$ cat src/hdl/mcu_pwr_cfg.svh
// ##########################################################################
// sizing and interrupt bit positions of the always-on core
// bit positions must stay below MCU_IRQ_FAST_LSB, fast field ends at bit 30
// ##########################################################################

`ifndef MCU_PWR_CFG_SVH
`define MCU_PWR_CFG_SVH

// memory banks with their own power switch
`define MCU_NUM_BANKS 4

// core interrupt vector and its fast field
`define MCU_IRQ_W 32
`define MCU_FAST_W 15

// source widths
`define MCU_GPIO_AO_W 8
`define MCU_TIMER_W 4

// standard interrupt positions in the core vector
`define MCU_IRQ_SW_BIT 3
`define MCU_IRQ_TIMER_BIT 7
`define MCU_IRQ_EXT_BIT 11
`define MCU_IRQ_FAST_LSB 16

`endif

$ cat src/hdl/irq_pkg.sv
// ##########################################################################
// interrupt vector types for the single core hart
// ##########################################################################

`default_nettype none

`include "mcu_pwr_cfg.svh"

package irq_pkg;

  // full core interrupt vector
  typedef logic [`MCU_IRQ_W-1:0] irq_vec_t;

  // fast interrupt field, sits at MCU_IRQ_FAST_LSB in the vector
  typedef logic [`MCU_FAST_W-1:0] fast_irq_t;

  // always-on gpio lines
  typedef logic [`MCU_GPIO_AO_W-1:0] gpio_ao_irq_t;

  // timer 0 and 1 are always-on, timer 2 and 3 live in the peripheral domain
  typedef logic [`MCU_TIMER_W-1:0] timer_irq_t;

endpackage

`default_nettype wire

$ cat src/hdl/pwr_pkg.sv
// ##########################################################################
// power manager types, all domains share one sequencer encoding
// ##########################################################################

`default_nettype none

`include "mcu_pwr_cfg.svh"

package pwr_pkg;

  // domain sequencer states
  // power-down walks GATE_CLK to OFF, power-up walks SWITCH_ON back to ON
  typedef enum logic [3:0] {
    ON,
    GATE_CLK,
    ISOLATE,
    HOLD_RST,
    SWITCH_OFF,
    OFF,
    SWITCH_ON,
    RELEASE_RST,
    RELEASE_ISO
  } pwr_state_e;

  // one bit per memory bank
  typedef logic [`MCU_NUM_BANKS-1:0] bank_vec_t;

endpackage

`default_nettype wire

$ cat src/hdl/irq_vector.sv
// ##########################################################################
// registered core interrupt vector, one cycle from source to irq_o
// peripheral-domain sources read 0 while that domain is isolated
// ##########################################################################

`timescale 1ns/1ps
`default_nettype none

`include "mcu_pwr_cfg.svh"

module irq_vector import irq_pkg::*; (
  input  logic         clk_i,
  input  logic         reset_i,
  input  logic         irq_software_i,
  input  logic         irq_external_i,
  input  logic         dma_done_intr_i,
  input  logic         spi_intr_i,
  input  logic         spi_flash_intr_i,
  input  logic         periph_iso_ni,
  input  timer_irq_t   rv_timer_intr_i,
  input  gpio_ao_irq_t gpio_ao_intr_i,
  output irq_vec_t     irq_o,
  output logic         irq_pending_o
);

  timer_irq_t timer_c;
  fast_irq_t  fast_d;
  irq_vec_t   irq_d;
  irq_vec_t   irq_q;

  always_comb begin
    // timers 2 and 3 sit behind the peripheral isolation cells
    timer_c      = rv_timer_intr_i;
    timer_c[3:2] = rv_timer_intr_i[3:2] & {2{periph_iso_ni}};

    fast_d                       = '0;
    fast_d[2:0]                  = timer_c[3:1];
    fast_d[3]                    = dma_done_intr_i;
    fast_d[4]                    = spi_intr_i & periph_iso_ni;
    fast_d[5]                    = spi_flash_intr_i;
    fast_d[6 +: `MCU_GPIO_AO_W]  = gpio_ao_intr_i;

    irq_d                                   = '0;
    irq_d[`MCU_IRQ_SW_BIT]                  = irq_software_i & periph_iso_ni;
    irq_d[`MCU_IRQ_TIMER_BIT]               = timer_c[0];
    irq_d[`MCU_IRQ_EXT_BIT]                 = irq_external_i & periph_iso_ni;
    irq_d[`MCU_IRQ_FAST_LSB +: `MCU_FAST_W] = fast_d;
  end

  always_ff @(posedge clk_i) begin
    if (reset_i) begin
      irq_q <= '0;
    end else begin
      irq_q <= irq_d;
    end
  end

  assign irq_o         = irq_q;
  assign irq_pending_o = |irq_q;

  // reserved positions never reach the core
  assert property (@(posedge clk_i) disable iff (reset_i)
    !irq_o[`MCU_IRQ_W-1] && !irq_o[`MCU_IRQ_FAST_LSB + `MCU_FAST_W - 1]);

endmodule

`default_nettype wire

$ cat src/hdl/mcu_pwr_top.sv
// ##########################################################################
// always-on power and interrupt core, power manager plus interrupt vector
// all power control outputs are active low
// ##########################################################################

`timescale 1ns/1ps
`default_nettype none

`include "mcu_pwr_cfg.svh"

module mcu_pwr_top import pwr_pkg::*, irq_pkg::*; (
  input  logic         clk_i,
  input  logic         reset_i,
  input  logic         cpu_pwr_down_req_i,
  input  logic         core_sleep_i,
  input  logic         periph_pwr_off_i,
  input  logic         ndmreset_ni,
  input  logic         cpu_ack_ni,
  input  logic         periph_ack_ni,
  input  bank_vec_t    bank_pwr_off_i,
  input  bank_vec_t    bank_ack_ni,
  input  bank_vec_t    bank_retentive_i,
  input  logic         irq_software_i,
  input  logic         irq_external_i,
  input  logic         dma_done_intr_i,
  input  logic         spi_intr_i,
  input  logic         spi_flash_intr_i,
  input  timer_irq_t   rv_timer_intr_i,
  input  gpio_ao_irq_t gpio_ao_intr_i,
  output logic         cpu_switch_no,
  output logic         cpu_iso_no,
  output logic         cpu_rst_no,
  output logic         cpu_clkgate_en_no,
  output logic         periph_switch_no,
  output logic         periph_iso_no,
  output logic         periph_rst_no,
  output logic         periph_clkgate_en_no,
  output bank_vec_t    bank_switch_no,
  output bank_vec_t    bank_iso_no,
  output bank_vec_t    bank_clkgate_en_no,
  output bank_vec_t    bank_retentive_no,
  output logic         cpu_on_o,
  output logic         periph_on_o,
  output bank_vec_t    bank_on_o,
  output irq_vec_t     irq_o
);

  logic irq_pending;

  pwr_manager pwr_manager_i (
    .clk_i,
    .reset_i,
    .cpu_pwr_down_req_i,
    .core_sleep_i,
    .irq_pending_i(irq_pending),
    .periph_pwr_off_i,
    .ndmreset_ni,
    .cpu_ack_ni,
    .periph_ack_ni,
    .bank_pwr_off_i,
    .bank_ack_ni,
    .bank_retentive_i,
    .cpu_switch_no,
    .cpu_iso_no,
    .cpu_rst_no,
    .cpu_clkgate_en_no,
    .periph_switch_no,
    .periph_iso_no,
    .periph_rst_no,
    .periph_clkgate_en_no,
    .bank_switch_no,
    .bank_iso_no,
    .bank_clkgate_en_no,
    .bank_retentive_no,
    .cpu_on_o,
    .periph_on_o,
    .bank_on_o
  );

  // peripheral isolation also clamps that domain's interrupt sources
  irq_vector irq_vector_i (
    .clk_i,
    .reset_i,
    .irq_software_i,
    .irq_external_i,
    .dma_done_intr_i,
    .spi_intr_i,
    .spi_flash_intr_i,
    .periph_iso_ni(periph_iso_no),
    .rv_timer_intr_i,
    .gpio_ao_intr_i,
    .irq_o,
    .irq_pending_o(irq_pending)
  );

endmodule

`default_nettype wire

$ cat src/hdl/pwr_domain_fsm.sv
// ##########################################################################
// one power domain sequencer, all outputs active low and decoded from state
// the switch acknowledge is waited for with no timeout
// ##########################################################################

`timescale 1ns/1ps
`default_nettype none

`include "mcu_pwr_cfg.svh"

module pwr_domain_fsm import pwr_pkg::*; (
  input  logic clk_i,
  input  logic reset_i,
  input  logic off_req_i,
  input  logic ack_ni,
  output logic switch_no,
  output logic iso_no,
  output logic rst_no,
  output logic clkgate_en_no,
  output logic on_o
);

  pwr_state_e state_q;
  pwr_state_e state_d;

  // request is only looked at in the two stable states
  always_comb begin
    state_d = state_q;
    unique case (state_q)
      ON: begin
        if (off_req_i) begin
          state_d = GATE_CLK;
        end
      end
      GATE_CLK:    state_d = ISOLATE;
      ISOLATE:     state_d = HOLD_RST;
      HOLD_RST:    state_d = SWITCH_OFF;
      SWITCH_OFF: begin
        // switch reported open
        if (ack_ni) begin
          state_d = OFF;
        end
      end
      OFF: begin
        if (!off_req_i) begin
          state_d = SWITCH_ON;
        end
      end
      SWITCH_ON: begin
        // switch reported closed
        if (!ack_ni) begin
          state_d = RELEASE_RST;
        end
      end
      RELEASE_RST: state_d = RELEASE_ISO;
      RELEASE_ISO: state_d = ON;
      default:     state_d = ON;
    endcase
  end

  always_ff @(posedge clk_i) begin
    if (reset_i) begin
      state_q <= ON;
    end else begin
      state_q <= state_d;
    end
  end

  // output decode, defaults are the powered values
  always_comb begin
    switch_no     = 1'b0;
    iso_no        = 1'b1;
    rst_no        = 1'b1;
    clkgate_en_no = 1'b1;
    on_o          = 1'b1;
    unique case (state_q)
      ON: begin
      end
      GATE_CLK: begin
        clkgate_en_no = 1'b0;
      end
      ISOLATE: begin
        clkgate_en_no = 1'b0;
        iso_no        = 1'b0;
      end
      HOLD_RST: begin
        clkgate_en_no = 1'b0;
        iso_no        = 1'b0;
        rst_no        = 1'b0;
      end
      SWITCH_OFF: begin
        clkgate_en_no = 1'b0;
        iso_no        = 1'b0;
        rst_no        = 1'b0;
        switch_no     = 1'b1;
      end
      OFF: begin
        clkgate_en_no = 1'b0;
        iso_no        = 1'b0;
        rst_no        = 1'b0;
        switch_no     = 1'b1;
        on_o          = 1'b0;
      end
      SWITCH_ON: begin
        clkgate_en_no = 1'b0;
        iso_no        = 1'b0;
        rst_no        = 1'b0;
        on_o          = 1'b0;
      end
      RELEASE_RST: begin
        clkgate_en_no = 1'b0;
        iso_no        = 1'b0;
        on_o          = 1'b0;
      end
      RELEASE_ISO: begin
        clkgate_en_no = 1'b0;
        on_o          = 1'b0;
      end
      default: begin
      end
    endcase
  end

  // an unpowered domain must never drive its neighbours
  assert property (@(posedge clk_i) disable iff (reset_i) switch_no |-> !iso_no);

  // and must sit in reset for the whole time it is unpowered
  assert property (@(posedge clk_i) disable iff (reset_i) switch_no |-> !rst_no);

endmodule

`default_nettype wire

$ cat src/hdl/pwr_manager.sv
// ##########################################################################
// always-on power manager for cpu, peripheral domain and memory banks
// the cpu only sleeps with no interrupt pending; banks have no reset output
// ##########################################################################

`timescale 1ns/1ps
`default_nettype none

`include "mcu_pwr_cfg.svh"

module pwr_manager import pwr_pkg::*; (
  input  logic      clk_i,
  input  logic      reset_i,
  input  logic      cpu_pwr_down_req_i,
  input  logic      core_sleep_i,
  input  logic      irq_pending_i,
  input  logic      periph_pwr_off_i,
  input  logic      ndmreset_ni,
  input  logic      cpu_ack_ni,
  input  logic      periph_ack_ni,
  input  bank_vec_t bank_pwr_off_i,
  input  bank_vec_t bank_ack_ni,
  input  bank_vec_t bank_retentive_i,
  output logic      cpu_switch_no,
  output logic      cpu_iso_no,
  output logic      cpu_rst_no,
  output logic      cpu_clkgate_en_no,
  output logic      periph_switch_no,
  output logic      periph_iso_no,
  output logic      periph_rst_no,
  output logic      periph_clkgate_en_no,
  output bank_vec_t bank_switch_no,
  output bank_vec_t bank_iso_no,
  output bank_vec_t bank_clkgate_en_no,
  output bank_vec_t bank_retentive_no,
  output logic      cpu_on_o,
  output logic      periph_on_o,
  output bank_vec_t bank_on_o
);

  logic      cpu_off_req;
  logic      cpu_rst_n;
  logic      periph_rst_n;
  bank_vec_t bank_retentive_q;

  // any pending interrupt drops the request, which wakes the cpu
  assign cpu_off_req = cpu_pwr_down_req_i & core_sleep_i & ~irq_pending_i;

  pwr_domain_fsm cpu_fsm_i (
    .clk_i,
    .reset_i,
    .off_req_i    (cpu_off_req),
    .ack_ni       (cpu_ack_ni),
    .switch_no    (cpu_switch_no),
    .iso_no       (cpu_iso_no),
    .rst_no       (cpu_rst_n),
    .clkgate_en_no(cpu_clkgate_en_no),
    .on_o         (cpu_on_o)
  );

  pwr_domain_fsm periph_fsm_i (
    .clk_i,
    .reset_i,
    .off_req_i    (periph_pwr_off_i),
    .ack_ni       (periph_ack_ni),
    .switch_no    (periph_switch_no),
    .iso_no       (periph_iso_no),
    .rst_no       (periph_rst_n),
    .clkgate_en_no(periph_clkgate_en_no),
    .on_o         (periph_on_o)
  );

  for (genvar i = 0; i < `MCU_NUM_BANKS; i++) begin : gen_bank
    pwr_domain_fsm bank_fsm_i (
      .clk_i,
      .reset_i,
      .off_req_i    (bank_pwr_off_i[i]),
      .ack_ni       (bank_ack_ni[i]),
      .switch_no    (bank_switch_no[i]),
      .iso_no       (bank_iso_no[i]),
      .rst_no       (),
      .clkgate_en_no(bank_clkgate_en_no[i]),
      .on_o         (bank_on_o[i])
    );

    // retention only means something on a powered bank
    assign bank_retentive_no[i] = bank_retentive_q[i] | ~bank_on_o[i];

    assert property (@(posedge clk_i) disable iff (reset_i)
      !bank_on_o[i] |-> bank_retentive_no[i]);
  end

  always_ff @(posedge clk_i) begin
    if (reset_i) begin
      bank_retentive_q <= '1;
    end else begin
      bank_retentive_q <= ~bank_retentive_i;
    end
  end

  // debug module reset overrides the sequencer resets
  assign cpu_rst_no    = cpu_rst_n & ndmreset_ni;
  assign periph_rst_no = periph_rst_n & ndmreset_ni;

endmodule

`default_nettype wire

$ cat config.mk
export PLATFORM = sky130hd
export DESIGN_NAME = mcu_pwr_top
export DESIGN_NICKNAME = d
export VERILOG_FILES = /design/src/hdl/irq_pkg.sv /design/src/hdl/pwr_pkg.sv /design/src/hdl/irq_vector.sv /design/src/hdl/mcu_pwr_top.sv /design/src/hdl/pwr_domain_fsm.sv /design/src/hdl/pwr_manager.sv
export VERILOG_INCLUDE_DIRS = /design/src /design/src/hdl
export SDC_FILE = /design/constraint.sdc
export NUM_CORES = 1
export LEC_CHECK = 0
export CORE_AREA = 2 2 65 67
export DETAILED_ROUTE_END_ITERATION = 10
export DIE_AREA = 0 0 67 69
export DONT_BUFFER_PORTS = 1
export MAX_ROUTING_LAYER = met4
export PLACE_DENSITY = 0.71
export SETUP_SLACK_MARGIN = 0.1
export SLEW_MARGIN = 5
export SYNTH_ARGS = -nofsm -noshare
export SYNTH_HDL_FRONTEND = slang
export SYNTH_SLANG_ARGS = --single-unit
export TNS_END_PERCENT = 20
$ cat constraint.sdc
create_clock -name clk_i -period 3.1 [get_ports clk_i]
set_input_delay 0.155 -clock clk_i [delete_from_list [all_inputs] [get_ports clk_i]]
set_output_delay 0.155 -clock clk_i [all_outputs]
set_load 0.01 [all_outputs]
* Yosys cells after proc, flatten, opt, wreduce, memory -nomap -nowiden
Cells that the tools add are included. W data, S select, Z words.
Cells by class: add/subtract/negate cells 0, multipliers 0, divide/modulo/power cells 0, $lt $le $gt $ge 0, equal/unequal tests 72, shift operators 0, muxes and demuxes 56, bitwise operators 14, reduce and logical (&&, ||, !) cells 39
Operators by type and width (count):
- $pmux W4 S8 | 6
- $eq A4 B3 Y1 const B | 24
- $mux W4 | 24
- $eq A4 B2 Y1 const B | 12
- $ne A2 B2 Y1 const B | 24
- $reduce_or A8 Y1 | 6
- $reduce_or A6 Y1 | 6
- $reduce_or A32 Y1 | 1
- $reduce_or A4 Y1 | 8
- $mux W1 | 26
- $eq A4 B1 Y1 const B | 6
- $eq A4 B4 Y1 const B | 6
- $logic_not A4 Y1 | 6
- $reduce_and A4 Y1 | 6
- $reduce_or A2 Y1 | 6
- $and A1 B1 Y1 | 7
- $not A4 Y4 | 1
- $or A1 B1 Y1 | 4
- $and A2 B2 Y2 | 1
- $not A1 Y1 | 1
Storage, ports and cells: flip-flop bits (word level) 60, latch bits 0, RAM bits 0, bits in read-only memories 0, input port bits 37, output and inout bits 62, word-level logic and storage cells 190, memories 0

* Depth between registers and ports, before layout
depth in word-level cells 5, depth in mapped cells 5

* By module
Synthesis repeated with hierarchy kept, for this count alone.
Second synthesis, totals: cells, all modules 265, area, all modules 2472.4 µm²
By module, submodules not included:
- pwr_domain_fsm | instances 6, cells each 32, area each 285.3 µm²
- irq_vector | instances 1, cells each 58, area each 609.3 µm²
- pwr_manager | instances 1, cells each 15, area each 151.4 µm²

* Worst setup path after synthesis
No wires, ideal clock.
path kind register to register, start point reg irq_vector_i.irq_q[3], in the netlist irq_vector_i.irq_o[3], end point reg pwr_manager_i.cpu_fsm_i.state_q[0], setup time 0.086 ns, arrival 1.330 ns, data required time 3.014 ns, slack 1.685 ns, cell stages (with the launch flop) 5, path buffers 0, clock period less this slack 1.415 ns, path through dfxtp_1 or4_4 nor4_4 o211ai_1 a211oi_1
Between the ends: word-level cells in the longest chain between the ends 5
RTL lines:
- start: declaration | RTL line irq_vector.sv:29 | irq_vec_t irq_q;
- start signal: assignment | RTL line irq_vector.sv:54 | irq_q <= irq_d;
- $reduce_or A32 Y1 (*) | RTL line irq_vector.sv:59 | assign irq_pending_o = |irq_q;
- $not A1 Y1 (*) | RTL line pwr_manager.sv:47 | assign cpu_off_req = cpu_pwr_down_req_i & core_sleep_i & ~irq_pending_i;
- $and A1 B1 Y1 (*) | RTL line pwr_manager.sv:47
- $ne A2 B2 Y1 (no source line)
- $reduce_and A4 Y1 (no source line) (*)
- end signal: assignment | RTL line pwr_domain_fsm.sv:65 | state_q <= state_d;
- end: declaration | RTL line pwr_domain_fsm.sv:23 | pwr_state_e state_q;
Mark *: on every way between the ends. The rest lies on a longest branch, timed or not. A chain may end at the register's enable or synchronous reset.

* Worst setup path in the final report
start point reg pwr_manager_i.gen_bank[3].bank_fsm_i.state_q[3], end point out bank_retentive_no[3]
Between the ends: word-level cells in the longest chain between the ends 3
RTL lines:
- start: declaration | RTL line pwr_domain_fsm.sv:23
- start signal: assignment | RTL line pwr_domain_fsm.sv:65
- $eq A4 B4 Y1 or $eq A4 B3 Y1 (tied branches) | RTL line pwr_domain_fsm.sv:76 | unique case (state_q)
- $reduce_or A4 Y1 (no source line) (*)
- $or A1 B1 Y1 (*) | RTL line pwr_manager.sv:87 | assign bank_retentive_no[i] = bank_retentive_q[i] | ~bank_on_o[i];
- end: declaration | RTL line mcu_pwr_top.sv:41 | output bank_vec_t bank_retentive_no,
Marked as above.

==> results summary <==
The overall die height is 69 um. The worst setup path is of the reg -> out kind. The routed layout has 1,637 vias. The worst supply voltage drop on vdd came out at 0.000399 V. Prior to clock tree synthesis, the placed netlist has a worst setup slack of 1.63 ns. The count of flip-flops with a built-in enable after synthesis is 0. The number of DRC violations after detailed routing came out at 0. Routability-driven placement finished with a final weighted congestion of 0.758. The first global-routing pass estimated 6.42 mm of wire. The final layout contains routed wiring with a total length of 4.13 mm. Using the TritonRoute via totals, the vias-per-cell ratio works out to 5.33. Each instance of the synthesized netlist takes up on average 8.54 um2.

After synthesis, the share of flip-flops with an asynchronous set or reset is 0%. The switching part of the total is 26.4%. The number of slew-limit violations in the final report is 0. The tightest min-delay check is of the in -> reg type. The maximum clock insertion buffer count came out at 2. The initial antenna violation count is 0. The number of clock buffers inserted by TritonCTS is 5. The net count of the finished layout is 293. Global routing consumed, over all layers together, 18.5% of the routing resources. The switching power is 337 uW. Leaving out fill and tap cells, the most frequent cells in the layout are sky130_fd_sc_hd__dfxtp_1 (45), sky130_fd_sc_hd__nor3_1 (22), sky130_fd_sc_hd__dlygate4sd3_1 (21). The final critical path takes up 50.7% of the cycle. The first TritonRoute pass finished after 4 iterations. The number of cell rows came out at 23. The number of global-route vias before repair came out at 1,386. The total congestion overflow after global routing is 0. For this run, the leading register cell type out of synthesis is sky130_fd_sc_hd__dfxtp_1.

For the worst setup path, the data arrival time is 1.42 ns. The flow ran to the end, and the final reports show no timing, DRC or antenna violations. The post-detailed-route count of antenna-violating nets is 0. TritonCTS built the clock tree. The worst-path maximum fanout came out at 9.

The post-route worst setup slack came out at 1.53 ns. The final-layout setup total negative slack is 0 ns. The number of inserted diodes is 0. Yosys printed 0 warnings.

Counting distinct cell types in the post-synthesis netlist gives 35. The growth of design area from synthesis to finish came out at 5.61%. The chip width came out at 67 um.

The number of failing hold endpoints at the final stage is 0. After detailed routing, the average wire length per cell comes to 13.5 um. The sum of net half-perimeters after detailed placement is 2.54 mm.

The final period demand of the worst path came out at 1.57 ns. Of the cells placed in the final design, the portion with a size suffix greater than 1 is 3.89%. In this run, the number of DRC markers left after iteration 0 of detailed routing was 52. The cell at the root of the clock tree is sky130_fd_sc_hd__clkbuf_8. STA classifies the critical path endpoint as an output pin. The internal portion of the total power is 939 uW.

The commonest non-fill, non-tap cell in the layout is sky130_fd_sc_hd__dfxtp_1. The number of buffers inserted by post-CTS setup repair came out at 0. Of the synthesized area, sequential elements account for 39.2%. The gate count of the mapped netlist came out at 269. Setup violations remaining at the end of the flow were counted as 0. The die area came out at 4620 um2. The floorplan core area is 3910 um2. The total I/O pin count is 99. The cell area after technology mapping is 2300 um2. The required time at the endpoint of the critical path came out at 2.94 ns. STA classifies the critical path startpoint as a flop. The count of buffers from port buffering is 0. The relative contribution of combinational cells to total power is 13.4%. The power share of the clock group came out at 34.1%. After clock tree synthesis, the clock-pin slew on the worst setup and hold paths is 0.08 ns. Dividing total power by cell area gives a power density of 526 nW/um2. The reported leakage power is 0.898 nW.

The H-tree generated during clock tree synthesis spans 2 levels. The count of state elements after synthesis came out at 45. The number of max-cap violations came out at 0. The end-of-flow core utilization came out at 62.0%. The number of clock sinks seen by CTS came out at 45.

On the final layout, the worst clock skew is 0.00548 ns. Setup repair after global routing left no endpoint under its margin. The maximum number of pins on one net before global-route repair came out at 41.

The clock latency on the worst-skew pair is 0.29 ns. The maximum clock rate came out at 637 MHz. The tightest hold path in the finished design has a slack of 0.0431 ns. Registers are responsible for 52.4% of the overall power. The initial standard-cell utilization of the core is 58.7%.
==> stage by stage <==
stage,std cells,cell area [um2],total power [mW]
after global routing,307,2430,1.35
after global placement,277,2080,0.821
after detailed placement,277,2080,0.824
final,307,2430,1.28
after CTS,306,2420,1.29
after floorplan,283,2350,0.855
==> worst max-delay path, stage by stage, from the launching register on <==
cell and delay (ns):
sky130_fd_sc_hd__dfxtp_1 0.51, sky130_fd_sc_hd__nor4b_1 0.29, sky130_fd_sc_hd__a21oi_1 0.15, sky130_fd_sc_hd__nand2b_1 0.17
==> flip-flops by register name, summed over array words and instances, names as in the netlist <==
signal / count
pwr_manager_i.cpu_fsm_i.state_q: 4
pwr_manager_i.periph_fsm_i.state_q: 4
pwr_manager_i.gen_bank.bank_fsm_i.state_q: 16
pwr_manager_i.bank_retentive_q: 4
irq_vector_i.irq_o: 17
==> Yosys cell counts, types with 2 or more instances <==
cell | instances | share of area (%)
sky130_fd_sc_hd__clkbuf_1 | 23 | 3.8
sky130_fd_sc_hd__nor3_1 | 22 | 4.8
sky130_fd_sc_hd__nor3b_1 | 4 | 1.3
sky130_fd_sc_hd__nor2b_1 | 13 | 3.5
sky130_fd_sc_hd__nor4b_1 | 6 | 2.3
sky130_fd_sc_hd__or3_1 | 2 | 0.54
sky130_fd_sc_hd__nand4b_1 | 4 | 1.5
sky130_fd_sc_hd__buf_4 | 31 | 10
sky130_fd_sc_hd__xor2_1 | 16 | 6.1
sky130_fd_sc_hd__nor2_1 | 15 | 2.5
sky130_fd_sc_hd__nand2b_1 | 14 | 3.8
sky130_fd_sc_hd__nand2_1 | 13 | 2.1
sky130_fd_sc_hd__and2_1 | 5 | 1.4
sky130_fd_sc_hd__a21oi_1 | 11 | 2.4
sky130_fd_sc_hd__o21bai_1 | 6 | 2.0
sky130_fd_sc_hd__nor4_1 | 2 | 0.54
sky130_fd_sc_hd__o21ai_0 | 3 | 0.65
sky130_fd_sc_hd__a211oi_1 | 7 | 2.3
sky130_fd_sc_hd__o21a_1 | 2 | 0.65
sky130_fd_sc_hd__inv_1 | 3 | 0.49
sky130_fd_sc_hd__dfxtp_1 | 45 | 39
sky130_fd_sc_hd__a21o_1 | 4 | 1.3
sky130_fd_sc_hd__mux2i_1 | 5 | 2.2
sky130_fd_sc_hd__nand3_1 | 2 | 0.44
==> repair_timing <==
item | in CTS | in global routing
resized for setup | 0 | 0
hold buffers | 21 | 1
hold endpoints to repair | 45 | 1
==> power groups by stage <==
| stage | combinational (mW) | sequential [mW] | clock [mW] |
|---|---|---|---|
| after global placement | 0.138 | 0.683 | 0 |
| after global routing | 0.193 | 0.676 | 0.483 |
| final | 0.171 | 0.669 | 0.436 |
| after detailed placement | 0.141 | 0.683 | 0 |
| after CTS | 0.170 | 0.670 | 0.449 |
| after floorplan | 0.209 | 0.646 | 0 |
==> layout make-up <==
class	instances	area [um2]
multi-input combinational	179	1110
inverter	3	11.3
clock inverter	2	38.8
timing repair buffer	22	230
sequential	45	901
fill	353	1490
clock buffer	6	72.6
tap	50	62.6
==> layer usage <==
layer  global-route usage, %  routed length (um)  up-vias
met3                    9.14                 380        5
met5                       -                   0        -
li1                        -                   -      834
met1                    21.8                1760      739
met2                    28.1                1950       59
met4                    4.76                  42        0
==> worst paths after layout <==
check | slack, ns | endpoint | cells after the start | from
setup reg to reg | 1.62 | pwr_manager_i.cpu_fsm_i.state_q[0] | 4 | irq_vector_i.irq_o[3]
hold / removal | 0.04 | pwr_manager_i.periph_fsm_i.state_q[0] | 2 | periph_pwr_off_i
setup / recovery | 1.53 | bank_retentive_no[3] | 3 | pwr_manager_i.gen_bank[3].bank_fsm_i.state_q[3]
hold reg to reg | 0.55 | pwr_manager_i.gen_bank[1].bank_fsm_i.state_q[3] | 2 | pwr_manager_i.gen_bank[1].bank_fsm_i.state_q[0]
==> cell families after synthesis <==
| kind of cell | share of synthesized area, % |
|---|---|
| buffers and inverters | 14.8 |
| multiplexers | 2.18 |
| XOR/XNOR | 6.10 |
| AO/OA/AOI/OAI | 10.7 |
| flip-flops | 39.2 |
| AND/OR/NAND/NOR | 26.9 |
| other | 0.163 |
No activity file was read; power rests on OpenSTA's default activity.
